`config.mk`:
```
export PLATFORM = sky130hd
export DESIGN_NAME = vec_dispatch_flat
export DESIGN_NICKNAME = d
export VERILOG_FILES = /design/src/design/vec_cfg_pkg.sv /design/src/design/vec_uop_pkg.sv /design/src/design/alu_issue_if.sv /design/src/design/vec_dispatch.sv /design/src/flat_wrapper.sv
export SDC_FILE = /design/constraint.sdc
export NUM_CORES = 1
export LEC_CHECK = 0
export BUFFER_PORTS_ARGS = -buffer_cell sky130_fd_sc_hd__buf_2
export CAP_MARGIN = 5
export CORE_UTILIZATION = 33
export DETAILED_ROUTE_END_ITERATION = 16
export PLACE_DENSITY = 0.54
export SLEW_MARGIN = 20
export SYNTH_ARGS = -nofsm -noshare
export SYNTH_HDL_FRONTEND = slang
export SYNTH_SLANG_ARGS = --single-unit
export TNS_END_PERCENT = 50
```
`constraint.sdc`:
```
create_clock -name clk -period 3.5 [get_ports clk]
set_input_delay 0 -clock clk [delete_from_list [all_inputs] [get_ports clk]]
set_output_delay 0 -clock clk [all_outputs]
set_load 0.01 [all_outputs]
```
`src/design/vec_cfg_pkg.sv`:
```
`default_nettype none

package vec_cfg_pkg;

    // Register file geometry
    parameter int vlen      = 128;
    parameter int sew       = 8;
    parameter int num_elems = vlen / sew;
    parameter int num_vreg  = 32;

    // Front end width and command queue sizing
    parameter int issue_lanes      = 2;
    parameter int cq_depth_default = 8;

    // One full vector register
    typedef logic [vlen-1:0] vreg_t;

    // Register index, 5 bits for 32 registers
    typedef logic [$clog2(num_vreg)-1:0] vreg_idx_t;

    // Single element, also used for scalar operands
    typedef logic [sew-1:0] elem_t;

endpackage

`default_nettype wire
```
`src/design/vec_uop_pkg.sv`:
```
`default_nettype none

package vec_uop_pkg;

    // Supported vector opcodes
    typedef enum logic [2:0] {
        op_vadd   = 3'd0,
        op_vsub   = 3'd1,
        op_vand   = 3'd2,
        op_vor    = 3'd3,
        op_vxor   = 3'd4,
        // Scalar splat, the only way to load values
        op_vmv_vx = 3'd5
    } vec_op_e;

    // Command as presented by the scalar front end, 26 bits
    typedef struct packed {
        vec_op_e               op;
        vec_cfg_pkg::vreg_idx_t vd;
        vec_cfg_pkg::vreg_idx_t vs1;
        vec_cfg_pkg::vreg_idx_t vs2;
        // Only meaningful for op_vmv_vx
        vec_cfg_pkg::elem_t     scalar;
    } vec_cmd_t;

endpackage

`default_nettype wire

```
`src/design/alu_issue_if.sv`:
```
`timescale 1ns/100ps
`default_nettype none

// One dispatched uop per cycle, the ALU never stalls
interface alu_issue_if;

    logic                   valid;
    vec_uop_pkg::vec_op_e   op;
    vec_cfg_pkg::vreg_idx_t vd;
    vec_cfg_pkg::vreg_t     src1;
    vec_cfg_pkg::vreg_t     src2;
    vec_cfg_pkg::elem_t     scalar;

    modport dispatch_mp (
        output valid,
        output op,
        output vd,
        output src1,
        output src2,
        output scalar
    );

    modport alu_mp (
        input valid,
        input op,
        input vd,
        input src1,
        input src2,
        input scalar
    );

endinterface

`default_nettype wire

```
`src/design/vec_dispatch.sv`:
```
`timescale 1ns/100ps
`default_nettype none

module vec_dispatch (
    input  logic                   clk,
    input  logic                   rst_n,
    input  vec_uop_pkg::vec_cmd_t  head_cmd,
    input  logic                   not_empty,
    output logic                   pop,
    output vec_cfg_pkg::vreg_idx_t rd_idx1,
    output vec_cfg_pkg::vreg_idx_t rd_idx2,
    input  vec_cfg_pkg::vreg_t     rd_data1,
    input  vec_cfg_pkg::vreg_t     rd_data2,
    input  logic                   ex_busy,
    input  vec_cfg_pkg::vreg_idx_t ex_vd,
    alu_issue_if.dispatch_mp       issue
);

    logic uses_vs;
    logic vs1_busy;
    logic vs2_busy;
    logic hazard;

    // Splat takes no vector sources
    assign uses_vs = (head_cmd.op != vec_uop_pkg::op_vmv_vx);

    assign rd_idx1 = head_cmd.vs1;
    assign rd_idx2 = head_cmd.vs2;

    // Sources against both in-flight destinations.
    // The VRF write lands one edge after the ALU register, so both stages count.
    assign vs1_busy = (issue.valid && issue.vd == head_cmd.vs1) ||
                      (ex_busy && ex_vd == head_cmd.vs1);
    assign vs2_busy = (issue.valid && issue.vd == head_cmd.vs2) ||
                      (ex_busy && ex_vd == head_cmd.vs2);

    assign hazard = uses_vs && (vs1_busy || vs2_busy);
    assign pop    = not_empty && !hazard;

    always_ff @(posedge clk) begin
        if (!rst_n) begin
            issue.valid  <= 1'b0;
            issue.op     <= vec_uop_pkg::op_vadd;
            issue.vd     <= '0;
            issue.src1   <= '0;
            issue.src2   <= '0;
            issue.scalar <= '0;
        end else if (pop) begin
            issue.valid  <= 1'b1;
            issue.op     <= head_cmd.op;
            issue.vd     <= head_cmd.vd;
            issue.src1   <= rd_data1;
            issue.src2   <= rd_data2;
            issue.scalar <= head_cmd.scalar;
        end else begin
            // Bubble while stalled or empty
            issue.valid <= 1'b0;
        end
    end

endmodule

`default_nettype wire

```
`src/flat_wrapper.sv`:
```
// flat-port wrapper written by rule: the top's interface ports become plain ports
module vec_dispatch_flat 
  (clk, rst_n, head_cmd, not_empty, pop, rd_idx1, rd_idx2, rd_data1, rd_data2, ex_busy, ex_vd, issue_valid, issue_op, issue_vd, issue_src1, issue_src2, issue_scalar);
  alu_issue_if issue_i ();
  input  logic clk;
  input  logic rst_n;
  input  vec_uop_pkg::vec_cmd_t head_cmd;
  input  logic not_empty;
  output logic pop;
  output vec_cfg_pkg::vreg_idx_t rd_idx1;
  output vec_cfg_pkg::vreg_idx_t rd_idx2;
  input  vec_cfg_pkg::vreg_t rd_data1;
  input  vec_cfg_pkg::vreg_t rd_data2;
  input  logic ex_busy;
  input  vec_cfg_pkg::vreg_idx_t ex_vd;
  output wire logic [$bits(issue_i.valid)-1:0] issue_valid;
  output wire logic [$bits(issue_i.op)-1:0] issue_op;
  output wire logic [$bits(issue_i.vd)-1:0] issue_vd;
  output wire logic [$bits(issue_i.src1)-1:0] issue_src1;
  output wire logic [$bits(issue_i.src2)-1:0] issue_src2;
  output wire logic [$bits(issue_i.scalar)-1:0] issue_scalar;
  assign issue_valid = issue_i.valid;
  assign issue_op = issue_i.op;
  assign issue_vd = issue_i.vd;
  assign issue_src1 = issue_i.src1;
  assign issue_src2 = issue_i.src2;
  assign issue_scalar = issue_i.scalar;
  vec_dispatch u_core (.clk(clk), .rst_n(rst_n), .head_cmd(head_cmd), .not_empty(not_empty), .pop(pop), .rd_idx1(rd_idx1), .rd_idx2(rd_idx2), .rd_data1(rd_data1), .rd_data2(rd_data2), .ex_busy(ex_busy), .ex_vd(ex_vd), .issue(issue_i));
endmodule
```
==> impl_metrics.csv <==
group,metric,value,unit
drt,dr.pass1.iters,7,
power,ir_drop,0.2578,mV
yosys,synthFlopType,"dfxtp_1",
worst_setup_path,cp.required,3970,ps
clock_network,cts_tree,"yes",
layout,syn_to_final_growth,41.65,%
placed_design,gp_congestion,0.7794,
clock_network,clockBufferDepth,3,
floorplan,die_h,227.4,microns
yosys,ys_seq_elements,273,
yosys,yosys.area.top_type_share,32.59,%
worst_setup_path,worstSetupPathType,"register to register",
worst_setup_path,arrival,3350,ps
worst_setup_path,reg2reg_depth,7,
worst_setup_path,worst_setup_path_end_kind,"register",
clock_network,cts.htree.levels,2,
clock_network,cts_buffers,36,
power,switching_share,29.74,%
clock_network,post_cts_buffers,0,
layout,fin_area,23750,sq um
clock_network,ctsRootBufferMaster,"clkbuf_16",
global_routing,gr-usage-met3,5.227,%
yosys,synthesis.nets,2211,
timing,tightest_slew,892.1,ps
drt,drc,0,
worst_hold_path,hp-class,"input port to register",
floorplan,start_util,33.42,%
timing,fin_crit,2886,ps
placed_design,dp_slack,1128,ps
floorplan,ioPinCount,575,
placed_design,dpl_cell_area,19810,sq um
yosys,yosys.area.top_type,"dfxtp_1",
layout,layout-drive-gt1-share,35.80,%
timing,tns,0,ps
yosys,avgSynthCellArea,8.733,sq um
timing,slew_headroom,40.52,%
global_routing,grtUsageMet2,39.33,%
global_routing,antenna_found_initial,1,
yosys,synth_area,16770,sq um
drt,wire_per_inst,19.64,microns
yosys,yosys.cell_types.count,27,
timing,finalClockSkew,10.01,ps
power,power_frac_clock,40.0,%
global_routing,overflow,0,
clock_network,clkTransAtPathRegs,60,ps
global_routing,grt.total_usage,23.71,%
layout,layout.nets,2888,
power,p_int,6.455,mW
global_routing,grt_pass1_wl,100400,microns
placed_design,dp_cells,2952,
drt,routed_wl,64650,microns
timing,rsz0062_at_grt,"false",
worst_setup_path,crit_path_start_kind,"register",
run,max_cap_violations,0,
layout,fill_cells,4811,
layout,final_cells,3291,
power,p_sw,2.732,mW
power,pwr-share-comb,21.1,%
timing,fin_crit_sh,82.45,%
timing,drv_slew,0,
yosys,yosysSeqAreaShare,32.59,%
drt,via_per_inst,5.637,
drt,vias,18550,
yosys,ys.warnings.count,0,
floorplan,die_area,51720,sq um
layout,regArea,5465,sq um
yosys,synth_edf_count,0,
yosys,async_flop_share,0,%
clock_network,clkLatencyLatePin,530,ps
clock_network,cts_hold_buf,279,
timing,whs,84.80,ps
timing,layout_setup_ws,614.2,ps
drt,drtIter0Drc,1335,
global_routing,grt_max_degree,143,
yosys,syn_inst,1920,
timing,setup_viol,0,
layout,multi_input_area,10100,sq um
floorplan,coreArea,50170,sq um
layout,final_util,47.34,%
power,power_leakage,10.14,nW
drt,antenna_left,0,
global_routing,grt_pass1_vias,18430,
worst_hold_path,min_path_cells,4,
clock_network,cts_resized,0,
power,seqPwrFrac,38.9,%
timing,hold_viol_final,0,
yosys,synth_area_leaders,"dfxtp_1 33%, o211ai_2 20%, o211ai_1 12%",
global_routing,globalRouteMet1Util,29.11,%
status,status,"finished, final reports clean",
placed_design,dpl.hpwl,38870,microns
floorplan,chipWidth,227.4,microns
global_routing,busiest_layer,"met2",
power,finalPower,9.188,mW
timing,fmax,346.5,MHz
placed_design,numPortBuffers,574,
floorplan,core.rowCount,82,
worst_setup_path,path_max_fanout,140,
clock_network,cts.sinks,273,
power,power_density,386.8,nW/um^2
[worst max-delay path, cell delays in order (launching register included)]
cell and delay [ps]:
dfxtp_1 490, xnor2_1 210, nand4_1 210, o22ai_4 300, buf_12 420, nor4_1 100
a311oi_1 260, dlygate4sd3_1 570
[sequential cells by signal, summed over array words and instances, names as in the netlist]
register             cells
u_core.issue.vd          5
u_core.issue.op          3
u_core.issue.src2      128
u_core.issue.scalar      8
u_core.issue.src1      128
u_core.issue.valid       1
[power by group through the flow]
stage	clock network, mW	logic, mW	registers [mW]
after floorplan	0	0.861	3.73
after global placement	0	1.66	3.61
after detailed placement	0	1.68	3.63
after CTS	3.76	1.94	3.57
after global routing	3.89	2.09	3.61
final	3.67	1.94	3.57
[cell type report]
class / count / share of cell area [%]
inverter: 2 / 0.06322
tap: 672 / 3.540
sequential: 273 / 23.01
antenna: 2 / 0.02107
timing repair buffer: 890 / 26.01
multi-input combinational: 1394 / 42.55
clock inverter: 2 / 0.1475
clock buffer: 56 / 4.662
[final timing paths]
path	slack, ps	end	startpoint
hold / removal	80	u_core.issue.src2[53]$_SDFFE_PN0P_	rst_n
hold reg to reg	500	u_core.issue.op[1]$_SDFFE_PN0P_	u_core.issue.op[1]$_SDFFE_PN0P_
setup reg to reg	610	u_core.issue.op[2]$_SDFFE_PN0P_	u_core.issue.vd[0]$_SDFFE_PN0P_
setup / recovery	610	u_core.issue.op[2]$_SDFFE_PN0P_	u_core.issue.vd[0]$_SDFFE_PN0P_
[cell usage after synthesis (2+ instances only)]
| cell | instances |
|---|---|
| buf_1 | 3 |
| nor2_1 | 16 |
| xnor2_1 | 20 |
| o211ai_1 | 272 |
| nand2_1 | 275 |
| and2_1 | 2 |
| a31oi_1 | 16 |
| o211ai_2 | 269 |
| o21a_1 | 254 |
| buf_6 | 30 |
| nand3_1 | 256 |
| dfxtp_1 | 273 |
| clkbuf_1 | 197 |
| buf_2 | 11 |
| buf_4 | 10 |
| nand4_1 | 4 |
| inv_1 | 2 |
[cell usage in the layout, fill, tap and decap left out, types with 4 or more instances in the layout]
cell type      instances
a31oi_1               16
buf_12                18
buf_2                573
buf_4                 19
clkbuf_1               8
clkbuf_16             37
clkbuf_8              12
dfxtp_1              273
dlygate4sd3_1        279
nand2_1              275
nand3_1              256
nand4_1                4
nor2_1                16
o211ai_1             272
o211ai_2             269
o21a_1               254
xnor2_1               20
[cells by family (layout without fill, tap and decap cells)]
| family | Yosys count | in the layout | synth area share [%] |
|---|---|---|---|
| AOI/OAI and AO/OA | 817 | 817 | 44.51 |
| and+or+nand+nor | 557 | 557 | 14.54 |
| DFF | 273 | 273 | 32.59 |
| buffers and inverters | 253 | 950 | 7.313 |
| xor gates and xnor gates | 20 | 20 | 1.045 |
| other | 0 | 2 | 0 |
[routing by layer]
layer  vias up  part of all wire (%)  wire length [microns]
li1       8601                     -                      -
met1      9067                    41                  26740
met2       709                    48                  30820
met3       174                   6.9                   4478
met4         0                   4.0                   2606
met5         -                     0                      0
(Power assumes the default switching activity.)
