===== config.mk =====
export PLATFORM = sky130hd
export DESIGN_NAME = vec_alu_flat
export DESIGN_NICKNAME = d
export VERILOG_FILES = /design/src/design/vec_cfg_pkg.sv /design/src/design/vec_uop_pkg.sv /design/src/design/alu_issue_if.sv /design/src/design/vec_alu.sv /design/src/flat_wrapper.sv
export SDC_FILE = /design/constraint.sdc
export NUM_CORES = 1
export LEC_CHECK = 0
export BUFFER_PORTS_ARGS = -buffer_cell sky130_fd_sc_hd__buf_2
export CORE_ASPECT_RATIO = 1.1
export CORE_MARGIN = 1.5
export CORE_UTILIZATION = 61
export CTS_CLUSTER_DIAMETER = 100
export DETAILED_ROUTE_END_ITERATION = 7
export GPL_TIMING_DRIVEN = 0
export PLACE_DENSITY_LB_ADDON = 0.25
export SLEW_MARGIN = 20
export SYNTH_ARGS = -nofsm -noshare
export SYNTH_HDL_FRONTEND = slang
export SYNTH_SLANG_ARGS = --single-unit

===== constraint.sdc =====
create_clock -name clk -period 7.3 [get_ports clk]
set_input_delay 0.73 -clock clk [delete_from_list [all_inputs] [get_ports clk]]
set_output_delay 0.73 -clock clk [all_outputs]
set_load 0.1 [all_outputs]

===== src/design/vec_cfg_pkg.sv =====
`default_nettype none

package vec_cfg_pkg;

    // Register file geometry
    parameter int vlen      = 128;
    parameter int sew       = 8;
    parameter int num_elems = vlen / sew;
    parameter int num_vreg  = 32;

    // Front end width and command queue sizing
    parameter int issue_lanes      = 2;
    parameter int cq_depth_default = 8;

    // One full vector register
    typedef logic [vlen-1:0] vreg_t;

    // Register index, 5 bits for 32 registers
    typedef logic [$clog2(num_vreg)-1:0] vreg_idx_t;

    // Single element, also used for scalar operands
    typedef logic [sew-1:0] elem_t;

endpackage

`default_nettype wire

===== src/design/vec_uop_pkg.sv =====
`default_nettype none

package vec_uop_pkg;

    // Supported vector opcodes
    typedef enum logic [2:0] {
        op_vadd   = 3'd0,
        op_vsub   = 3'd1,
        op_vand   = 3'd2,
        op_vor    = 3'd3,
        op_vxor   = 3'd4,
        // Scalar splat, the only way to load values
        op_vmv_vx = 3'd5
    } vec_op_e;

    // Command as presented by the scalar front end, 26 bits
    typedef struct packed {
        vec_op_e               op;
        vec_cfg_pkg::vreg_idx_t vd;
        vec_cfg_pkg::vreg_idx_t vs1;
        vec_cfg_pkg::vreg_idx_t vs2;
        // Only meaningful for op_vmv_vx
        vec_cfg_pkg::elem_t     scalar;
    } vec_cmd_t;

endpackage

`default_nettype wire


===== src/design/alu_issue_if.sv =====
`timescale 1ns/100ps
`default_nettype none

// One dispatched uop per cycle, the ALU never stalls
interface alu_issue_if;

    logic                   valid;
    vec_uop_pkg::vec_op_e   op;
    vec_cfg_pkg::vreg_idx_t vd;
    vec_cfg_pkg::vreg_t     src1;
    vec_cfg_pkg::vreg_t     src2;
    vec_cfg_pkg::elem_t     scalar;

    modport dispatch_mp (
        output valid,
        output op,
        output vd,
        output src1,
        output src2,
        output scalar
    );

    modport alu_mp (
        input valid,
        input op,
        input vd,
        input src1,
        input src2,
        input scalar
    );

endinterface

`default_nettype wire


===== src/design/vec_alu.sv =====
`timescale 1ns/100ps
`default_nettype none

module vec_alu (
    input  logic                   clk,
    input  logic                   rst_n,
    alu_issue_if.alu_mp            issue,
    output logic                   wr_valid,
    output vec_cfg_pkg::vreg_idx_t wr_idx,
    output vec_cfg_pkg::vreg_t     wr_data
);

    localparam int sew       = vec_cfg_pkg::sew;
    localparam int num_elems = vec_cfg_pkg::num_elems;

    vec_cfg_pkg::vreg_t result;

    // Byte lanes are independent, add and sub wrap
    always_comb begin
        for (int e = 0; e < num_elems; e++) begin
            case (issue.op)
                vec_uop_pkg::op_vadd:
                    result[e*sew +: sew] = issue.src2[e*sew +: sew] + issue.src1[e*sew +: sew];
                // vs2 minus vs1
                vec_uop_pkg::op_vsub:
                    result[e*sew +: sew] = issue.src2[e*sew +: sew] - issue.src1[e*sew +: sew];
                vec_uop_pkg::op_vand:
                    result[e*sew +: sew] = issue.src2[e*sew +: sew] & issue.src1[e*sew +: sew];
                vec_uop_pkg::op_vor:
                    result[e*sew +: sew] = issue.src2[e*sew +: sew] | issue.src1[e*sew +: sew];
                vec_uop_pkg::op_vxor:
                    result[e*sew +: sew] = issue.src2[e*sew +: sew] ^ issue.src1[e*sew +: sew];
                vec_uop_pkg::op_vmv_vx:
                    result[e*sew +: sew] = issue.scalar;
                default:
                    result[e*sew +: sew] = '0;
            endcase
        end
    end

    // Also the in-flight stage seen by dispatch
    always_ff @(posedge clk) begin
        if (!rst_n) begin
            wr_valid <= 1'b0;
            wr_idx   <= '0;
            wr_data  <= '0;
        end else begin
            wr_valid <= issue.valid;
            wr_idx   <= issue.vd;
            wr_data  <= result;
        end
    end

endmodule

`default_nettype wire


===== src/flat_wrapper.sv =====
// flat-port wrapper written by rule: the top's interface ports become plain ports
module vec_alu_flat 
  (clk, rst_n, wr_valid, wr_idx, wr_data, issue_valid, issue_op, issue_vd, issue_src1, issue_src2, issue_scalar);
  alu_issue_if issue_i ();
  input  logic clk;
  input  logic rst_n;
  output logic wr_valid;
  output vec_cfg_pkg::vreg_idx_t wr_idx;
  output vec_cfg_pkg::vreg_t wr_data;
  input wire logic [$bits(issue_i.valid)-1:0] issue_valid;
  input wire logic [$bits(issue_i.op)-1:0] issue_op;
  input wire logic [$bits(issue_i.vd)-1:0] issue_vd;
  input wire logic [$bits(issue_i.src1)-1:0] issue_src1;
  input wire logic [$bits(issue_i.src2)-1:0] issue_src2;
  input wire logic [$bits(issue_i.scalar)-1:0] issue_scalar;
  assign issue_i.valid = issue_valid;
  assign issue_i.op = issue_op;
  assign issue_i.vd = issue_vd;
  assign issue_i.src1 = issue_src1;
  assign issue_i.src2 = issue_src2;
  assign issue_i.scalar = issue_scalar;
  vec_alu u_core (.clk(clk), .rst_n(rst_n), .issue(issue_i), .wr_valid(wr_valid), .wr_idx(wr_idx), .wr_data(wr_data));
endmodule

==> metrics.yaml, run 1 <==
power_and_ir_drop:
  comb_power_share: 0.518
  p_leak_nw: 10.4
  irDropWorstVdd_mv: 0.134
  power.total_mw: 3.59
  power.internal_mw: 1.88
  p_sw_frac: 0.476
  p_seq_frac: 0.228
  power_frac_clock: 0.253
  powerDensity_nw_per_um2: 177
  switchingPower_mw: 1.71
floorplanning:
  die_area_sq_um: 29100
  ios: 409
  core_sq_um: 27700
  die_h_microns: 179
  initial_utilization: 0.618
  die_w_microns: 163
  rows: 64
logic_synthesis:
  synth_area_sq_um: 17100
  synthArstFlopShare: 0
  ys_seq_area_frac: 0.157
  synth-seq-cells: 134
  synth-warning-count: 0
  synth_ff_type: "dfxtp_1"
  syn_inst: 2162
  synth_area_per_cell_sq_um: 7.92
  synth_nets: 2837
  synth_cell_types: 58
  synth_edf_count: 0
layout:
  postLayoutCellArea_sq_um: 20200
  syn_to_final_growth_pct: 18.2
  drive_gt1_frac: 0.195
  fin_nets: 3262
  fin_util: 0.730
clocking:
  cts_resized: 0
  cts_made_buffers: 17
  cts_root_buffer: "clkbuf_16"
  clock_sinks: 134
  cts_tree: "built"
  cts_setup_buffers: 0
  cts_max_level: 4
  postCtsHoldBufs: 0
  cts_buffer_depth: 2
  clkTransAtPathRegs_ns: 0.06
sta:
  whs_ns: 0.496
  worstMarginPinSlew_ns: 1.26
  hold_violations: 0
  fin_crit_ns: 4.48
  setup_viol: 0
  setup_tns_ns: 0
  max_freq_mhz: 223
  maxSlewHeadroom: 0.157
  finalMaxSlewViolations: 0
  final.period_utilization: 0.614
  grt_setup_unrepaired: "false"
critical_path:
  start_kind: "input port"
  critPathArrivalTime_ns: 4.87
  critPathKind: "input port to flip-flop"
  crit_path_end_kind: "flip-flop"
  worstPathMaxFanout: 10
  cp_data_required_time_ns: 7.68
routing:
  viasPerCell: 6.29
  wl_per_cell_microns: 23.8
  firstDrtPassIters: 6
  final_antenna_net_count: 0
  drc: 0
  vias: 18700
  finalWirelength_microns: 70900
  drtIter0Drc: 2371
grt:
  grt_usage: 0.474
  grt_max_degree: 17
  antenna_found_initial: 19
  grt_pass1_vias: 18100
  grt_pass1_wl_microns: 102000
  grt-ovfl-total: 0
place:
  numPortBuffers: 406
  dp_hpwl_microns: 57500
  place_congestion: 1.03
  placement.cell_area_sq_um: 19600
flow_run:
  maxCapViolations: 0
worst_hold_path:
  hold_path_class: "input port to flip-flop"
  holdPathStages: 2
status:
  status: "complete, no violations"
[metal layers]
layer	track usage	wire [microns]
met1	0.577	26700
met2	0.741	30800
met3	0.127	8900
met4	0.297	4420
met5	0.00350	34
[kinds of logic after synthesis]
| kind of cell | count (synthesis) | share of synthesized area |
|---|---|---|
| fa+ha+maj | 400 | 0.299 |
| flops | 134 | 0.157 |
| mux | 1 | 0.000585 |
| xor+xnor | 189 | 0.0971 |
| buf+inv | 379 | 0.0870 |
| compound gates | 599 | 0.223 |
| simple gates | 460 | 0.136 |
[worst max-delay path: stages]
cell and delay, ns:
buf_2 0.12, or3b_4 0.31, clkbuf_1 0.78, clkbuf_1 0.78, nor2_1 0.11, a21o_1 0.22, fa_1 0.47, nor2b_1 0.16
o21ai_0 0.14, nand2b_1 0.17, a21oi_1 0.14, or4b_2 0.62, nand3_1 0.10
[synthesized netlist by cell type (16+ instances only)]
master    number  share of area
a211oi_1      38          0.017
a21oi_1      204          0.060
a221oi_1      21          0.011
a22o_1        16         0.0082
a22oi_1       25          0.011
a31oi_1       56          0.020
buf_2         32         0.0094
clkbuf_1      64          0.014
dfxtp_1      134           0.16
fa_1          16          0.019
ha_1         384           0.28
inv_1        275          0.060
nand2_1      100          0.022
nand2b_1      53          0.019
nand3_1       17         0.0050
nor2_1       162          0.036
nor2b_1       28          0.010
nor3_1        16         0.0047
o211ai_1      17         0.0075
o21ai_0      100          0.029
o221ai_1      24          0.012
o22ai_1       39          0.014
o31a_1        17         0.0087
xnor2_1      132          0.068
xor2_1        56          0.029
[stage by stage]
step                setup slack (ns)  instances
floorplan                       3.94       2162
detailed placement              2.73       2931
CTS                             3.17       2962
global route                    2.85       2974
global placement                2.73       2931
finish                          2.82       2981
[final cells by class]
class | count | area (sq um)
Tap cell | 363 | 454
Buffer | 104 | 457
Inverter | 275 | 1030
Clock buffer | 23 | 478
Antenna cell | 19 | 47.5
Clock inverter | 8 | 98.8
Multi-Input combinational cell | 1649 | 12900
Fill cell | 2196 | 7480
Sequential cell | 134 | 2680
Timing Repair Buffer | 406 | 2030
[power by group through the flow]
stage	combinational [mW]	clock (mW)	sequential (mW)
finish	1.86	0.909	0.819
global placement	1.74	0	0.832
CTS	1.81	0.899	0.819
detailed placement	1.79	0	0.834
floorplan	0.812	0	1.32
global route	1.96	0.927	0.824
[cell usage in the layout (no fill, tap or decap), types with 17 or more instances in the layout]
| cell type | n |
|---|---|
| buf_2 | 438 |
| o31a_1 | 17 |
| o221ai_1 | 24 |
| a31oi_1 | 56 |
| xnor2_1 | 132 |
| diode_2 | 19 |
| nand2b_1 | 53 |
| a211oi_1 | 38 |
| a22oi_1 | 25 |
| o21ai_0 | 100 |
| nor2_1 | 162 |
| nand3_1 | 17 |
| clkbuf_1 | 67 |
| inv_1 | 275 |
| clkbuf_16 | 17 |
| o22ai_1 | 39 |
| xor2_1 | 56 |
| a21oi_1 | 204 |
| nor2b_1 | 28 |
| o211ai_1 | 17 |
| a221oi_1 | 21 |
| nand2_1 | 100 |
| dfxtp_1 | 134 |
| ha_1 | 384 |
[final timing paths]
kind	startpoint	endpoint	slack, ns
setup / recovery	issue_op[0]	u_core.wr_data[62]	2.82
hold / removal	issue_vd[4]	u_core.wr_idx[4]	0.50
[registers in the layout, summed over array words and instances (netlist names)]
| signal | count |
|---|---|
| u_core.wr_data | 128 |
| u_core.wr_idx | 5 |
| u_core.wr_valid | 1 |
Power figures use the tool's default switching activity.
==> run 2: changes to the inputs <==
ABC_AREA = 1   (was default)
CORE_UTILIZATION = 52   (was 61)
clock period = 4 ns   (was 7.3 ns; I/O delays follow)
==> run 2 against run 1 <==
Against the previous run: worst setup slack worse by 2.0 ns; power up 86%; flip-flop and latch count unchanged; clock-buffer cell count unchanged; cell area up 10%; first-iteration DRC count down 18%; synthesized cell count up 36%; critical path type unchanged; critical path depth up 1; core utilization down 11 points; final cell count up 30%; highest routed layer unchanged.
==> metrics.yaml, run 2 <==
status:
  status: "complete, no violations"
grt:
  grt_pass1_vias: 20600  # +14%
  grt_usage: 0.411  # -0.0630
  antenna_found_initial: 13  # -6
  grt_pass1_wl_microns: 115000  # +13%
  grt-ovfl-total: 0  # unchanged
  grt_max_degree: 17  # unchanged
routing:
  finalWirelength_microns: 79200  # +12%
  firstDrtPassIters: 8  # +2
  wl_per_cell_microns: 20.5  # -14%
  final_antenna_net_count: 0  # unchanged
  vias: 21900  # +17%
  drtIter0Drc: 1952  # -18%
  viasPerCell: 5.65  # -10%
  drc: 0  # unchanged
floorplanning:
  ios: 409  # unchanged
  die_h_microns: 204  # +14%
  initial_utilization: 0.527  # -0.0908
  core_sq_um: 36100  # +30%
  die_w_microns: 185  # +14%
  die_area_sq_um: 37700  # +30%
  rows: 73  # +14%
clocking:
  cts_max_level: 4  # unchanged
  clkTransAtPathRegs_ns: 0.07  # about the same
  cts_setup_buffers: 0  # unchanged
  cts_buffer_depth: 2  # unchanged
  cts_resized: 0  # unchanged
  clock_sinks: 134  # unchanged
  cts_root_buffer: "clkbuf_16"
  cts_made_buffers: 17  # unchanged
  postCtsHoldBufs: 0  # unchanged
  cts_tree: "built"
layout:
  layout_commonest_cell: "inv_1"
  largest_reg_flops: 128  # unchanged
  syn_to_final_growth_pct: 17.2
  fin_nets: 4034  # +24%
  largest_register: "u_core.wr_data"
  mostFrequentLayoutCells: "inv_1, nand2_1, buf_2"
  drive_gt1_frac: 0.164  # -0.0311
  largestRegisters: "u_core.wr_data (128), u_core.wr_idx (5), u_core.wr_valid (1)"
  postLayoutCellArea_sq_um: 22300  # +10%
  fillers: 3518  # +60%
critical_path:
  worstPathMaxFanout: 10  # unchanged
  critPathArrivalTime_ns: 3.55  # -1.32 ns
  start_kind: "input port"
  critPathKind: "input port to flip-flop"
  cp_data_required_time_ns: 4.38  # -3.30 ns
  crit_path_end_kind: "flip-flop"
logic_synthesis:
  synth_ff_type: "dfxtp_1"
  synth_nets: 3607  # +27%
  syn_inst: 2932  # +36%
  synth-warning-count: 0  # unchanged
  synth_area_per_cell_sq_um: 6.48  # -18%
  yosysTopAreaCellShare: 0.253  # -0.0280
  synth_commonest_cells: "inv_1, nand2_1, ha_1"
  synth-seq-cells: 134  # unchanged
  synth_cell_types: 33  # -43%
  synth_edf_count: 0  # unchanged
  synth_area_sq_um: 19000  # +11%
  synthArstFlopShare: 0  # unchanged
  yosys-top-cells-area: "ha_1, dfxtp_1, inv_1"
  ys_seq_area_frac: 0.141  # -0.0156
  synth_top_area_cell: "ha_1"
  synth.most_common_cell: "inv_1"
sta:
  fin_crit_ns: 3.17
  max_freq_mhz: 316
  hold_violations: 0  # unchanged
  setup_viol: 0  # unchanged
  finalMaxSlewViolations: 0  # unchanged
  setup_tns_ns: 0  # unchanged
  maxSlewHeadroom: 0.217  # +0.0603
  final.period_utilization: 0.792
  grt_setup_unrepaired: "false"
  worstMarginPinSlew_ns: 1.17  # -0.0904 ns
place:
  dp_hpwl_microns: 59800  # +4.1%
  placement.cell_area_sq_um: 21700  # +11%
  numPortBuffers: 408  # +0.49%
  place_congestion: 1.00  # -3.0%
worst_hold_path:
  min_to: "u_core.wr_idx[2]"
  min_from: "issue_vd[2]"
  holdPathStages: 3  # +1
  hold_path_class: "input port to flip-flop"
power_and_ir_drop:
  irDropWorstVdd_mv: 0.333  # +150%
  p_leak_nw: 13.3  # +28%
  switchingPower_mw: 3.30  # +93%
  power.internal_mw: 3.39  # +80%
  p_sw_frac: 0.494  # +0.0178
  powerDensity_nw_per_um2: 300  # +69%
  power_frac_clock: 0.251  # -0.002
  comb_power_share: 0.522  # +0.004
  p_seq_frac: 0.227  # about the same
flow_run:
  maxCapViolations: 0  # unchanged
## run 2: changes by cell type in the layout (fill, tap and decap cells not counted), sizes merged, moves of 25 or more
cell | before | now
nor2b | 28 | 0
or2 | 1 | 58
nand2b | 53 | 0
nand3 | 17 | 164
inv | 275 | 646
a31oi | 56 | 0
nand2 | 100 | 517
nand4 | 0 | 81
o21ai | 111 | 162
xnor2 | 133 | 16
a22oi | 25 | 0
nor3 | 16 | 82
a211oi | 38 | 8
## run 2: cell type report
type / count / area, sq um / area share
Multi-Input combinational cell: 2061 / 13500 / 0.606
Sequential cell: 134 / 2680 / 0.120
Inverter: 646 / 2420 / 0.109
Timing Repair Buffer: 408 / 2040 / 0.0916
Tap cell: 487 / 609 / 0.0273
Clock buffer: 23 / 478 / 0.0214
Buffer: 91 / 412 / 0.0185
Clock inverter: 9 / 100 / 0.00449
Antenna cell: 14 / 35.0 / 0.00157
## run 2: cells by family after synthesis
| family | Yosys count | synth area share |
|---|---|---|
| adder cells (fa/ha/maj) | 400 | 0.270 |
| flip-flops | 134 | 0.141 |
| AO/OA/AOI/OAI | 462 | 0.134 |
| AND/OR/NAND/NOR | 1103 | 0.262 |
| buffers and inverters | 737 | 0.149 |
| XOR/XNOR | 96 | 0.0442 |
## run 2: critical path, cell delays in order
cell and delay, ns:
buf_2 0.14, inv_2 0.06, nand3_2 0.09, buf_4 0.26, buf_2 0.53, buf_2 0.53
nand2_1 0.12, xor2_1 0.16, ha_1 0.35, a21oi_1 0.22, nand2_1 0.18, a21oi_1 0.18
o21ai_0 0.12, a21oi_1 0.19
## run 2: metrics by stage
step	worst slack, ns	hold WS (ns)	std cells	util	total power, mW
floorplan	1.63	0.498	2932	-	4.03
global placement	0.0483	0.578	3827	0.600	4.88
detailed placement	0.486	0.587	3827	0.601	4.95
CTS	0.979	0.103	3859	0.617	6.62
global route	0.725	0.121	3867	0.617	7.02
finish	0.834	0.113	3873	0.618	6.69
## run 2: how the worst max path moves through the flow
stage / start / slack, ns / end
after global routing: issue_op[2] / 0.72 / u_core.wr_data[61]
after global placement: issue_op[1] / 0.05 / u_core.wr_data[87]
after CTS: issue_op[1] / 0.98 / u_core.wr_data[87]
after floorplan: issue_op[1] / 1.63 / u_core.wr_data[13]
after detailed placement: issue_op[1] / 0.49 / u_core.wr_data[87]
final: issue_op[2] / 0.83 / u_core.wr_data[75]
## run 2: routing by layer
layer,wire (microns),track usage
met5,23,0
met1,30100,0.489
met3,8380,0.0777
met4,5160,0.278
met2,35600,0.668
## run 2: power by group through the flow
stage / clock, mW / sequential (mW) / combinational [mW]
global route: 1.72 / 1.52 / 3.78
finish: 1.68 / 1.51 / 3.49
global placement: 0 / 1.54 / 3.34
floorplan: 0 / 2.43 / 1.59
detailed placement: 0 / 1.54 / 3.41
CTS: 1.68 / 1.51 / 3.43
