<file path="src/design/vec_cfg_pkg.sv">
`default_nettype none

package vec_cfg_pkg;

    // Register file geometry
    parameter int vlen      = 128;
    parameter int sew       = 8;
    parameter int num_elems = vlen / sew;
    parameter int num_vreg  = 32;

    // Front end width and command queue sizing
    parameter int issue_lanes      = 2;
    parameter int cq_depth_default = 8;

    // One full vector register
    typedef logic [vlen-1:0] vreg_t;

    // Register index, 5 bits for 32 registers
    typedef logic [$clog2(num_vreg)-1:0] vreg_idx_t;

    // Single element, also used for scalar operands
    typedef logic [sew-1:0] elem_t;

endpackage

`default_nettype wire
</file>
<file path="src/design/vec_uop_pkg.sv">
`default_nettype none

package vec_uop_pkg;

    // Supported vector opcodes
    typedef enum logic [2:0] {
        op_vadd   = 3'd0,
        op_vsub   = 3'd1,
        op_vand   = 3'd2,
        op_vor    = 3'd3,
        op_vxor   = 3'd4,
        // Scalar splat, the only way to load values
        op_vmv_vx = 3'd5
    } vec_op_e;

    // Command as presented by the scalar front end, 26 bits
    typedef struct packed {
        vec_op_e               op;
        vec_cfg_pkg::vreg_idx_t vd;
        vec_cfg_pkg::vreg_idx_t vs1;
        vec_cfg_pkg::vreg_idx_t vs2;
        // Only meaningful for op_vmv_vx
        vec_cfg_pkg::elem_t     scalar;
    } vec_cmd_t;

endpackage

`default_nettype wire

</file>
<file path="src/design/cmd_queue.sv">
`timescale 1ns/100ps
`default_nettype none

module cmd_queue #(
    parameter int depth = 8,
    parameter int lanes = 2
) (
    input  logic                              clk,
    input  logic                              rst_n,
    input  logic [lanes-1:0]                  push_valid,
    input  vec_uop_pkg::vec_cmd_t [lanes-1:0] push_cmd,
    output logic [lanes-1:0]                  push_ready,
    output vec_uop_pkg::vec_cmd_t             head_cmd,
    output logic                              not_empty,
    input  logic                              pop
);

    localparam int ptr_w = (depth > 1) ? $clog2(depth) : 1;
    localparam int cnt_w = $clog2(depth + 1);

    vec_uop_pkg::vec_cmd_t mem [depth];

    logic [ptr_w-1:0] wr_ptr;
    logic [ptr_w-1:0] rd_ptr;
    logic [cnt_w-1:0] count;
    logic             active;
    logic [lanes-1:0] push_fire;
    logic [ptr_w-1:0] wr_slot [lanes];
    logic [cnt_w-1:0] push_num;
    logic             do_pop;

    // Circular pointer advance, step never exceeds depth
    function automatic logic [ptr_w-1:0] ptr_add(input logic [ptr_w-1:0] ptr,
                                                 input int unsigned      step);
        int unsigned sum;
        sum = ptr + step;
        if (sum >= depth) begin
            sum = sum - depth;
        end
        return ptr_w'(sum);
    endfunction

    // Ready ladder: lane i needs i+1 free slots
    always_comb begin
        for (int i = 0; i < lanes; i++) begin
            push_ready[i] = active && (int'(count) + i + 1 <= depth);
        end
    end

    assign push_fire = push_valid & push_ready;
    assign not_empty = (count != '0);
    assign do_pop    = pop && not_empty;
    assign head_cmd  = mem[rd_ptr];

    // Accepted lanes land in consecutive slots, lane 0 first
    always_comb begin
        int unsigned offset;
        offset = 0;
        for (int i = 0; i < lanes; i++) begin
            wr_slot[i] = ptr_add(wr_ptr, offset);
            if (push_fire[i]) begin
                offset = offset + 1;
            end
        end
        push_num = cnt_w'(offset);
    end

    always_ff @(posedge clk) begin
        for (int i = 0; i < lanes; i++) begin
            if (push_fire[i]) begin
                mem[wr_slot[i]] <= push_cmd[i];
            end
        end
    end

    always_ff @(posedge clk) begin
        if (!rst_n) begin
            wr_ptr <= '0;
            rd_ptr <= '0;
            count  <= '0;
            active <= 1'b0;
        end else begin
            // Holds ready low through reset
            active <= 1'b1;
            wr_ptr <= ptr_add(wr_ptr, push_num);
            if (do_pop) begin
                rd_ptr <= ptr_add(rd_ptr, 1);
            end
            count <= count + push_num - cnt_w'(do_pop);
        end
    end

endmodule

`default_nettype wire

</file>
<file path="config.mk">
export PLATFORM = sky130hd
export DESIGN_NAME = cmd_queue
export DESIGN_NICKNAME = d
export VERILOG_FILES = /design/src/design/vec_cfg_pkg.sv /design/src/design/vec_uop_pkg.sv /design/src/design/cmd_queue.sv
export SDC_FILE = /design/constraint.sdc
export NUM_CORES = 1
export LEC_CHECK = 0
export BUFFER_PORTS_ARGS = -buffer_cell sky130_fd_sc_hd__buf_2
export CORE_MARGIN = 1.5
export CORE_UTILIZATION = 55
export DETAILED_ROUTE_END_ITERATION = 8
export GPL_TIMING_DRIVEN = 0
export MAX_ROUTING_LAYER = met4
export PLACE_DENSITY = 0.77
export SYNTH_ARGS = -nofsm -noshare
export SYNTH_HDL_FRONTEND = slang
export SYNTH_SLANG_ARGS = --single-unit
export TNS_END_PERCENT = 100
</file>
<file path="constraint.sdc">
create_clock -name clk -period 4.05 [get_ports clk]
set_input_delay 0.6075 -clock clk [delete_from_list [all_inputs] [get_ports clk]]
set_output_delay 0.6075 -clock clk [all_outputs]
set_load 0.01 [all_outputs]
</file>
==> results of run 1 <==
through the flow:
| stage | TNS, ns | area, µm² | std cells |
|---|---|---|---|
| 2_1_floorplan | -0.4877 | 11610 | 653 |
| 3_3_place_gp | -217.23 | 12380 | 1008 |
| 3_5_place_dp | -2.048 | 12670 | 1016 |
| 4_1_cts | -1.384 | 13400 | 1055 |
| 5_1_grt | 0 | 13490 | 1058 |
| 6_report | 0 | 13490 | 1060 |
cells by family after synthesis:
logic type      after synthesis
buf+inv                      51
compound gates               19
mux                         287
fa+ha+maj                    19
xor+xnor                     10
simple gates                 45
flops                       222
registers in the layout (all words and copies together), names as in the netlist, named ones only:
register / cells
active: 1
count: 4
mem: 208
rd_ptr: 3
wr_ptr: 3
cells in the mapped netlist (2+ instances only):
cell type  instances  area share [%]
nor3b_1            4            0.26
dfxtp_1           14             2.4
nor2b_1            3            0.16
buf_12             4            0.69
nand3b_1           2            0.13
and2_1            10            0.54
buf_4             12            0.78
xnor2_1            7            0.53
mux4_2            52              10
buf_6              2            0.19
ha_1              17             1.8
inv_1             15            0.48
fa_1               2            0.34
a21oi_1            3            0.13
nand4b_2           6            0.78
nor2_1             2           0.065
or4b_1             2            0.17
o21ai_0            8            0.34
xor2_1             3            0.23
mux2_2           196              19
clkbuf_1          12            0.39
edfxtp_1         208              54
buf_1              6            0.19
nand2_1            8            0.26
mux2_4            38             4.9
cell type report:
cell class	count	area, µm²
Antenna cell	5	12.51
Inverter	15	56.30
Multi-Input combinational cell	380	4951
Sequential cell	222	6526
Clock buffer	29	640.6
Tap cell	270	337.8
Fill cell	1394	7003
Clock inverter	10	68.82
Buffer	36	260.3
Timing Repair Buffer	93	638.1
power groups by stage:
stage | clock network [W] | logic [W] | registers [W]
after CTS | 0.00202 | 0.00213 | 0.00286
after global placement | 0 | 0.00195 | 0.00291
after global routing | 0.00212 | 0.00233 | 0.00288
final | 0.00201 | 0.00216 | 0.00286
after detailed placement | 0 | 0.00211 | 0.00291
after floorplan | 0 | 0.00142 | 0.00288
routing by layer:
metal | global-route usage [%] | vias to the layer above | wire, µm
met1 | 32.77 | 3373 | 10780
met2 | 43.39 | 227 | 13640
met3 | 3.834 | 54 | 1718
met4 | 7.921 | 0 | 652
met5 | - | - | 0
li1 | - | 2874 | -
worst paths after layout:
check,startpoint,to,slack (ns),cells after the start
max,count[0]$_SDFF_PN0_,mem[0][6]$_DFFE_PP_,0.13,12
min,rst_n,active$_DFF_P_,0.25,1
max reg2reg,count[0]$_SDFF_PN0_,mem[0][6]$_DFFE_PP_,0.13,12
min reg2reg,rd_ptr[1]$_SDFFE_PN0P_,rd_ptr[1]$_SDFFE_PN0P_,0.55,2
repair_timing:
item / CTS / global route
pin swaps: 0 / 0
hold buffers: 0 / 0
resized for setup: 2 / 12
setup endpoints to repair: 55 / 119
==> qor.txt, run 1 <==
=======================================================================================
Run status                                                                 finished, final reports clean
Number of violations reported at the end of detailed-routing iteration 0            531
Highest clock frequency the design can meet                                  0.2551 GHz
Die span in y                                                                  148.3 µm
Max H-tree Level                                                                      1
Worst setup timing slack at the placement stage                              -0.1195 ns
Simple-gate portion of the synthesized area                                      2.867%
Total Die Area                                                                21990 µm²
Combinational fraction of design power                                            30.7%
Max Cap Violations                                                                    0
FF+latch count, synth                                                               222
Arrival time of data at the critical path endpoint                              4.13 ns
Static leakage                                                                 4.903 nW
Initial core utilization                                                         56.64%
Clock period minus worst slack                                                 3.921 ns
Worst-skew pair later-pin latency                                               0.51 ns
Commonest cells after routing, fill and taps aside                         208 x edfxtp_1, 196 x mux2_2, 85 x buf_2, 52 x mux4_2, 38 x mux2_4
Count of vias placed by the detailed router                                        6528
Sw Pwr                                                                       0.001998 W
Post-synth net total                                                                729
Wire length per cell                                                           25.28 µm
Post-CTS setup buffers                                                                0
Critical Path, Cell by Cell                                                ha_2 -> a32oi_1 -> nor2_1 -> o311a_1 -> and2_1 -> ha_1 -> ha_1 -> nor3_2 -> nand4b_4 -> buf_4 -> o21ai_4 -> buf_16
Post-Synth Adder-Cell Area                                                       2.177%
GR Util All Layers                                                               25.84%
I/O Buffers                                                                          85
Avg Vias per Cell                                                                 6.158
Crit Path Max Fanout                                                                 14
Areal power density over the cells                                         521.4 nW/µm²
Setup WS post-layout                                                          0.1295 ns
Clock buffers created by TritonCTS                                                   24
Post-synthesis mux area share                                                    34.10%
Post-DP HPWL                                                                   17.35 mm
Drt drc                                                                               0
Standard cell core area                                                       20490 µm²
Kind of start point of the critical path                                       register
Number of instances in the synthesized netlist                                      653
Area added between synthesis and finish                                          16.22%
Total internal power                                                         0.005037 W
Part of the total power dissipated in sequential elements                         40.7%
Global-route congestion overflow total                                                0
Fraction of layout instances using a drive strength above 1                      57.58%
Kind of cell adding the most delay to the critical path                    simple AND/OR/NAND/NOR gates
Class of the worst hold path                                                     in2reg
Critical Path Slowest Stage Cell                                                 nor3_2
Total power after layout                                                     0.007035 W
Cell with the most instances on the worst path                                     ha_1
Compound-cell area share of the yosys netlist                                    1.153%
Final WL                                                                       26.79 mm
Largest buffer count on any clock path                                                3
XOR/XNOR share of the synthesized area                                          0.7545%
Worst clock skew on the final layout                                        0.008822 ns
CP Data Required Time                                                           4.26 ns
Synthesized cell area                                                         11610 µm²
Synthesis warning total                                                               0
Clock tree from TritonCTS                                                          done
Worst slew margin                                                                29.85%
Remaining antenna violation count after routing                                       0
Number of enable flip-flop cells after synthesis                                    208
Crit path largest cell delay                                                    0.42 ns
Endpoint class of the critical path                                            register
Number of buffers and inverters on the critical path                                  2
Final Net Count                                                                     848
Via count of the first global-routing pass                                         7147
Number of setup violations in the final report                                        0
Slew at the pin closest to its max-slew limit                                  1.052 ns
Leading cell type in the layout, fill and taps excluded                        edfxtp_1
Final weighted congestion of routability-driven global placement                 0.7916
Clock-pin transition on the worst setup and hold timing paths                   0.06 ns
Maximum vdd drop                                                              0.3836 mV
Pin count of the biggest net entering global routing                                 22
Distinct cells, synth                                                                42
Fin util                                                                         65.83%
Commonest register cell after synthesis                                        edfxtp_1
# clock sinks                                                                       222
Count of pins on the block boundary                                                  86
Per-instance average area after synthesis                                     17.78 µm²
Worst setup path category                                                       reg2reg
Hold Vio Cnt, Final                                                                   0
Setup repair after global routing missed its margin                                  no
Switching part of the total power                                                28.40%
Die width                                                                      148.3 µm
Share of the yosys chip area belonging to registers                              56.22%
Fraction of synthesis flops using an asynchronous set or reset pin                   0%
Wire length of the first global-routing pass                                   41.20 mm
Combinational family with the most area after synthesis                    multiplexers
Final clock period utilization by the worst path                                 96.80%
Worst hold margin                                                             0.2486 ns
Number of core rows                                                                  52
Number of max-slew violations in the final report                                     0
Initial antenna violation count                                                       3
Pre-Repair DR Iteration Count                                                         5
Clock network fraction of total power                                             28.6%
Cell at the root of the clock tree                                            clkbuf_16
=======================================================================================
No activity file was read; power rests on OpenSTA's default activity.
==> inputs of run 2 (changes only) <==
--- a/config.mk
+++ b/config.mk
@@ -9,7 +9,6 @@
 export CORE_MARGIN = 1.5
 export CORE_UTILIZATION = 55
 export DETAILED_ROUTE_END_ITERATION = 8
-export GPL_TIMING_DRIVEN = 0
 export MAX_ROUTING_LAYER = met4
 export PLACE_DENSITY = 0.77
 export SYNTH_ARGS = -nofsm -noshare
==> constraint.sdc (replaced) <==
create_clock -name clk -period 4.05 [get_ports clk]
set_input_delay 0.2025 -clock clk [delete_from_list [all_inputs] [get_ports clk]]
set_output_delay 0.2025 -clock clk [all_outputs]
set_load 0.01 [all_outputs]
==> run 2 against run 1 <==
- maximum frequency increased by 1.1%
- utilization decreased by 1.6 points
- worst setup slack improved by 0.043 ns
- count of clock-buffer cells in the layout increased by 1
- total power decreased by 2.5%
- global-route usage decreased by 1.4 points
- non-clock buffer count decreased by 11
- first-iteration DRC count decreased by 9.2%
- sequential share of layout area increased by 1.2 points
- sequential power increased by 3%
- largest cell class unchanged
==> qor.txt, run 2 (synthesis gave the netlist of run 1 again) <==
=======================================================================================
Via count of the first global-routing pass                                         6926   -3.1%
Worst clock skew on the final layout                                         0.02482 ns   +0.01599 ns
Die width                                                                      148.3 µm   unchanged
Part of the total power dissipated in sequential elements                         42.9%   +2.2 points
Max H-tree Level                                                                      1   unchanged
I/O Buffers                                                                          85   unchanged
Non-filler instance count after layout                                             1050   -0.94%
Standard cell core area                                                       20490 µm²   unchanged
Post-route cell area                                                          13170 µm²   -2.4%
Static leakage                                                                 4.768 nW   -2.8%
Clock buffers created by TritonCTS                                                   24   unchanged
Maximum vdd drop                                                              0.2995 mV   -22%
Total internal power                                                         0.004905 W   -2.6%
Number of core rows                                                                  52   unchanged
GR Util All Layers                                                               24.41%   -1.4 points
Post-DP HPWL                                                                   16.25 mm   -6.3%
Placed cells                                                                       1004   -1.2%
Number of violations reported at the end of detailed-routing iteration 0            482   -9.2%
Worst slew margin                                                                22.94%   -6.9 points
Cell with the most instances on the worst path                                     ha_1
Drt drc                                                                               0   unchanged
Wire length of the first global-routing pass                                   39.68 mm   -3.7%
Worst-case register-to-register setup slack                                     0.17 ns   +0.04 ns
CP Data Required Time                                                           4.30 ns   +0.04 ns
Die span in y                                                                  148.3 µm   unchanged
Avg Vias per Cell                                                                 6.141   -0.28%
Highest clock frequency the design can meet                                  0.2579 GHz   +1.1%
Leading cell type in the layout, fill and taps excluded                        edfxtp_1
Hold Vio Cnt, Final                                                                   0   unchanged
WHS Path Cells                                                                        2   +1
Max FFs per register                                                                208   unchanged
Slew at the pin closest to its max-slew limit                                  1.154 ns   +0.1020 ns
# clock sinks                                                                       222   unchanged
Number of max-slew violations in the final report                                     0   unchanged
Wire length per cell                                                           24.03 µm   -4.9%
Pre-Repair DR Iteration Count                                                         4   -1
Largest buffer count on any clock path                                                3   unchanged
Source of the worst hold timing path                                        push_cmd[1]
Clock-pin transition on the worst setup and hold timing paths                   0.06 ns   about the same
Final WL                                                                       25.24 mm   -5.8%
Arrival time of data at the critical path endpoint                              4.13 ns   about the same
Post-CTS setup buffers                                                                0   unchanged
Critical Path Slowest Stage Cell                                                 or4b_2
Final clock period utilization by the worst path                                 95.74%   -1.1 points
Initial antenna violation count                                                       2   -1
Commonest cells after routing, fill and taps aside                         208 x edfxtp_1, 196 x mux2_2, 85 x buf_2, 52 x mux4_2, 38 x mux2_4
Remaining antenna violation count after routing                                       0   unchanged
Crit Path Max Fanout                                                                 26   +12
Number of buffers and inverters on the critical path                                  1   -1
Count of vias placed by the detailed router                                        6448   -1.2%
Total Die Area                                                                21990 µm²   unchanged
Count of pins on the block boundary                                                  86   unchanged
Pin count of the biggest net entering global routing                                 36   +64%
Clock network fraction of total power                                             28.5%   about the same
Fraction of layout instances using a drive strength above 1                      58.61%   +1.0 points
Switching part of the total power                                                28.47%   +0.075 points
End point of the worst hold path                                           mem[7][1]$_DFFE_PP_
Setup repair after global routing missed its margin                                  no
R2R depth                                                                            11   -1
Clock tree from TritonCTS                                                          done
Cell at the root of the clock tree                                            clkbuf_16
Final Net Count                                                                     837   -1.3%
Reg-to-Reg Start                                                           count[0]$_SDFF_PN0_
Crit path largest cell delay                                                    0.70 ns   +0.28 ns
Worst-skew pair later-pin latency                                               0.53 ns   +0.02 ns
Run status                                                                 finished, final reports clean
Clock period minus worst slack                                                 3.877 ns   -0.04320 ns
Number of setup violations in the final report                                        0   unchanged
Combinational fraction of design power                                            28.6%   -2.1 points
Max Cap Violations                                                                    0   unchanged
Sw Pwr                                                                       0.001953 W   -2.3%
Global-route congestion overflow total                                                0   unchanged
Kind of start point of the critical path                                       register
Worst setup path category                                                       reg2reg
Total power after layout                                                     0.006858 W   -2.5%
Critical Path, Cell by Cell                                                ha_1 -> a32oi_1 -> nor2_1 -> o311a_1 -> and2_1 -> ha_1 -> ha_1 -> nand4_1 -> or4b_2 -> buf_4 -> mux2_4
Reg2Reg Capture Point                                                      mem[3][16]$_DFFE_PP_
Final weighted congestion of routability-driven global placement                 0.8161   +3.1%
Areal power density over the cells                                         520.9 nW/µm²   -0.10%
Area added between synthesis and finish                                          13.42%
Kind of cell adding the most delay to the critical path                    simple AND/OR/NAND/NOR gates
Placed standard-cell area                                                     12450 µm²   -1.8%
Initial core utilization                                                         56.64%   unchanged
Endpoint class of the critical path                                            register
TNS Setup                                                                          0 ns   unchanged
Class of the worst hold path                                                     in2reg
=======================================================================================
## run 2: cell types whose count changed in the layout (fill, tap and decap cells not counted), moves of 3 or more
cell and delta:
buf_4 +15, buf_1 -6, nand4b_4 -6, clkbuf_1 -10, o21ai_4 -8, o21ai_2 +8
buf_16 -7, diode_2 -3, nand4b_2 +6
## run 2: worst max-delay path by stage
stage | from | endpoint | slack, ns | depth (start not counted)
after floorplan | count[0]$_SDFF_PN0_ | mem[7][0]$_DFFE_PP_ | -0.02 | 12
after global placement | count[0]$_SDFF_PN0_ | mem[7][18]$_DFFE_PP_ | 0.29 | 11
after detailed placement | count[0]$_SDFF_PN0_ | mem[7][17]$_DFFE_PP_ | 0.13 | 11
after CTS | count[0]$_SDFF_PN0_ | mem[7][17]$_DFFE_PP_ | 0.10 | 11
after global routing | count[0]$_SDFF_PN0_ | mem[3][6]$_DFFE_PP_ | 0.02 | 11
final | count[0]$_SDFF_PN0_ | mem[3][16]$_DFFE_PP_ | 0.17 | 11
## run 2: area by class of cell
class	instances	area, µm²
timing repair buffer	118	738.2
inverter	15	56.30
clock inverter	13	71.32
clock buffer	30	623.1
sequential	222	6531
tap	270	337.8
antenna	2	5.005
multi-input combinational	380	4803
fill	1457	7328
## run 2: timing repair
item / in CTS / in global routing
gates resized for setup: 0 / 2
hold endpoints to repair: 1 / 0
hold buffers: 1 / 0
setup endpoints to repair: 0 / 20
## run 2: per-stage QoR
stage	setup WS (ns)	hold slack, ns	util [%]
final	0.1727	0.07715	64.24
after global routing	0.02099	0.09447	64.24
after CTS	0.1047	0.07284	64.18
after detailed placement	0.1279	0.4516	60.74
after global placement	0.2867	0.4313	60.74
after floorplan	-0.01876	0.2302	-
## run 2: metal layers
layer	global-route usage [%]	wire [µm]	vias to the layer above
li1	-	-	2842
met1	31.73	10570	3361
met2	40.79	12820	207
met3	3.252	1329	38
met4	6.634	518	0
met5	-	0	-
## run 2: power by group through the flow
| stage | logic (W) | clock network, W | registers [W] |
|---|---|---|---|
| floorplan | 0.00142 | 0 | 0.00288 |
| global placement | 0.00190 | 0 | 0.00297 |
| detailed placement | 0.00196 | 0 | 0.00300 |
| CTS | 0.00197 | 0.00198 | 0.00295 |
| global route | 0.00211 | 0.00207 | 0.00297 |
| finish | 0.00196 | 0.00196 | 0.00294 |
==> inputs of run 3 (changes only) <==
--- a/config.mk
+++ b/config.mk
@@ -5,12 +5,13 @@
 export SDC_FILE = /design/constraint.sdc
 export NUM_CORES = 1
 export LEC_CHECK = 0
+export ABC_AREA = 1
 export BUFFER_PORTS_ARGS = -buffer_cell sky130_fd_sc_hd__buf_2
 export CORE_MARGIN = 1.5
 export CORE_UTILIZATION = 55
 export DETAILED_ROUTE_END_ITERATION = 8
 export MAX_ROUTING_LAYER = met4
-export PLACE_DENSITY = 0.77
+export PLACE_DENSITY = 0.76
 export SYNTH_ARGS = -nofsm -noshare
 export SYNTH_HDL_FRONTEND = slang
 export SYNTH_SLANG_ARGS = --single-unit
==> run 3 against run 2 <==
- cell count grew 70%
- total power increased by 15%
- worst hold slack lost 0.018 ns
- first-iteration DRC count rose to 3.1 times the previous value
- sequential power shrank 1%
- largest cell class unchanged
- die area grew 9.2%
- flip-flop and latch count did not move
- critical path type unchanged
- synthesized cell count is 130% higher
- clock skew is 0.015 ns lower
- synthesized area is 9.4% higher
- highest routed layer unchanged
==> qor.txt, run 3 <==
=======================================================================================
Run status                                                                 finished, final reports clean
Number of instances in the synthesized netlist                                     1501   +130%
Setup repair after global routing missed its margin                                  no
Number of violations reported at the end of detailed-routing iteration 0           1508   +210%
Clock-pin transition on the worst setup and hold timing paths                   0.06 ns   about the same
Post-CTS Hold Fix Bufs                                                                1   unchanged
Global routing met1 resource utilization                                         43.24%   +12 points
Final clock period utilization by the worst path                                 85.51%   -10 points
Initial antenna violation count                                                       0   -2
Class of the worst hold path                                                     in2reg
Areal power density over the cells                                         572.1 nW/µm²   +9.8%
Global-route congestion overflow total                                                0   unchanged
Highest clock frequency the design can meet                                  0.2888 GHz   +12%
Diodes inserted                                                                       0   -2
Most common library cells after synthesis                                  444 x nand2_1, 210 x nand4_1, 208 x edfxtp_1, 198 x nor2_1, 116 x o21ai_0
Cell types occupying the most area after synthesis                         edfxtp_1 49%, nand2_1 13%, nand4_1 10%
Fraction of synthesis flops using an asynchronous set or reset pin                   0%   unchanged
Max Cap Violations                                                                    0   unchanged
Cell at the root of the clock tree                                            clkbuf_16
Remaining antenna violation count after routing                                       0   unchanged
Met3 GRT Util                                                                    5.153%   +1.9 points
# clock sinks                                                                       222   unchanged
Kind of start point of the critical path                                       register
Per-instance average area after synthesis                                     8.459 µm²   -52%
Final Net Count                                                                    1556   +86%
Cell type with the highest aggregate area in the netlist                       edfxtp_1
Worst clock skew on the final layout                                        0.009327 ns   -0.01549 ns
Number of enable flip-flop cells after synthesis                                    208   unchanged
Initial core utilization                                                         56.08%   -0.56 points
Clock period minus worst slack                                                 3.463 ns   -0.4143 ns
Max H-tree Level                                                                      1   unchanged
Synthesized cell area                                                         12700 µm²   +9.4%
Max FFs per register                                                                208   unchanged
Fin util                                                                         61.02%   -3.2 points
Wire length per cell                                                           21.30 µm   -11%
Post-synth net total                                                               1577   +120%
Final weighted congestion of routability-driven global placement                 0.8102   -0.72%
Clock tree from TritonCTS                                                          done
Die span in y                                                                  154.9 µm   +4.5%
Share of the yosys chip area belonging to registers                              51.40%   -4.8 points
Number of setup violations in the final report                                        0   unchanged
Endpoint class of the critical path                                            register
Worst slew margin                                                                19.89%   -3.0 points
Critical Path, Cell by Cell                                                ha_1 -> nand2_1 -> nand2_2 -> nand2_1 -> nand2_1 -> nand3_1 -> nor2_1 -> ha_1 -> ha_1 -> xnor2_1 -> inv_1 -> nand2_1 -> nor2_2 -> nand4_2 -> o21ai_2 -> buf_4
Count of pins on the block boundary                                                  86   unchanged
Crit path largest cell delay                                                    0.48 ns   -0.22 ns
Commonest register cell after synthesis                                        edfxtp_1
Clock buffers created by TritonCTS                                                   25   +4.2%
Cell with the most instances on the worst path                                  nand2_1
Number of filler cells placed in the layout                                        1898   +30%
Worst-skew pair later-pin latency                                               0.53 ns   about the same
Synthesis warning total                                                               0   unchanged
Library cell with the highest instance count after synthesis                    nand2_1
Total Die Area                                                                24010 µm²   +9.2%
Post-DP HPWL                                                                   20.85 mm   +28%
Wire length of the first global-routing pass                                   58.79 mm   +48%
Standard cell core area                                                       22640 µm²   +10%
Fraction of met2 tracks used by global routing                                   50.14%   +9.3 points
Count of vias placed by the detailed router                                       11450   +78%
GR Util All Layers                                                               32.39%   +8.0 points
Via count of the first global-routing pass                                        10780   +56%
Maximum vdd drop                                                              0.8192 mV   +170%
Die width                                                                      154.9 µm   +4.5%
Cts repair resizes                                                                    0   unchanged
Pre-Repair DR Iteration Count                                                         6   +2
Share of the synthesized area in the top cell type                               49.19%   -4.6 points
Number of core rows                                                                  55   +5.8%
Crit Path Max Fanout                                                                 16   -38%
I/O Buffers                                                                          85   unchanged
Most Used Layer, Global Route                                                      met2
Pin count of the biggest net entering global routing                                199   +450%
Hold Vio Cnt, Final                                                                   0   unchanged
CP Data Required Time                                                           4.28 ns   -0.02 ns
Area added between synthesis and finish                                          8.810%
Post-CTS setup buffers                                                                0   unchanged
Drt drc                                                                               0   unchanged
Final WL                                                                       37.96 mm   +50%
TNS Setup                                                                          0 ns   unchanged
FF+latch count, synth                                                               222   unchanged
Distinct cells, synth                                                                30   -29%
Critical Path Slowest Stage Cell                                                o21ai_2
Number of max-slew violations in the final report                                     0   unchanged
Arrival time of data at the critical path endpoint                              3.70 ns   -0.43 ns
Commonest cells after routing, fill and taps aside                         444 x nand2_1, 210 x nand4_1, 208 x edfxtp_1, 193 x nor2_1, 108 x o21ai_0
Static leakage                                                                 5.699 nW   +20%
Avg Vias per Cell                                                                 6.427   +4.7%
Fraction of layout instances using a drive strength above 1                      12.83%   -46 points
Worst setup path category                                                       reg2reg
Slew at the pin closest to its max-slew limit                                  1.201 ns   +0.04714 ns
Leading cell type in the layout, fill and taps excluded                         nand2_1
Largest buffer count on any clock path                                                3   unchanged
=======================================================================================
[run 3: changes by cell type after synthesis, moves of 38 or more]
cell,delta
clkbuf_1,+64
mux2_2,-196
mux2_4,-38
mux4_2,-52
nand2_1,+436
nand4_1,+209
nor2_1,+196
o21ai_0,+108
[run 3: path summary, 6_finish.rpt]
| path | start | endpoint | cells after the start | slack, ns |
|---|---|---|---|---|
| setup reg to reg | count[1]$_SDFF_PN0_ | mem[6][10]$_DFFE_PP_ | 16 | 0.59 |
| hold reg to reg | rd_ptr[2]$_SDFFE_PN0P_ | rd_ptr[2]$_SDFFE_PN0P_ | 1 | 0.47 |
| hold / removal | push_cmd[22] | mem[3][22]$_DFFE_PP_ | 3 | 0.06 |
| setup / recovery | count[1]$_SDFF_PN0_ | mem[6][10]$_DFFE_PP_ | 16 | 0.59 |
[run 3: report_power, final]
part,leakage [nW],total (W),internal (W),switching (W)
Sequential,2.00,0.00290,0.00279,0.000112
Clock,0.387,0.00225,0.00131,0.000935
Combinational,3.31,0.00276,0.000779,0.00198
Total,5.70,0.00790,0.00488,0.00302
[run 3: kinds of logic after synthesis]
group                      share of synthesized area [%]
DFF                                                51.40
AOI/OAI and AO/OA                                  7.391
adders and majority gates                          1.991
buffers and inverters                              7.972
xor gates and xnor gates                          0.2070
and+or+nand+nor                                    31.04
[run 3: area by class of cell]
cell class / count / area, µm² / share of cell area, %
clock inverter: 16 / 153.9 / 1.114
tap: 285 / 356.6 / 2.581
multi-input combinational: 1075 / 5206 / 37.68
timing repair buffer: 123 / 807.0 / 5.841
clock buffer: 28 / 636.9 / 4.610
sequential: 222 / 6531 / 47.27
inverter: 33 / 123.9 / 0.8966
[run 3: through the flow]
step	instances	power (W)	hold slack (ns)	instance area [µm²]	setup WS, ns
final	1782	0.007903	0.05941	13820	0.5870
after CTS	1782	0.007838	0.05660	13820	0.6030
after floorplan	1501	0.004760	0.2302	12700	0.07457
after global placement	1737	0.005548	0.4145	13020	0.7593
after detailed placement	1737	0.005636	0.4242	13020	0.6312
after global routing	1782	0.008222	0.06841	13820	0.3050
[run 3: metal layers]
layer  part of all wire (%)  vias up
met2                     45      792
met5                      0        -
met3                     12      120
met4                    3.4        0
met1                     39     5339
li1                       -     5202
[run 3: worst max-delay path, delay by kind of cell (launching register included)]
kind	cells	cell delay [ns]
compound gates	1	0.48
xor+xnor	1	0.10
fa+ha+maj	3	0.64
buf+inv	2	0.42
flops	1	0.46
simple gates	9	1.07
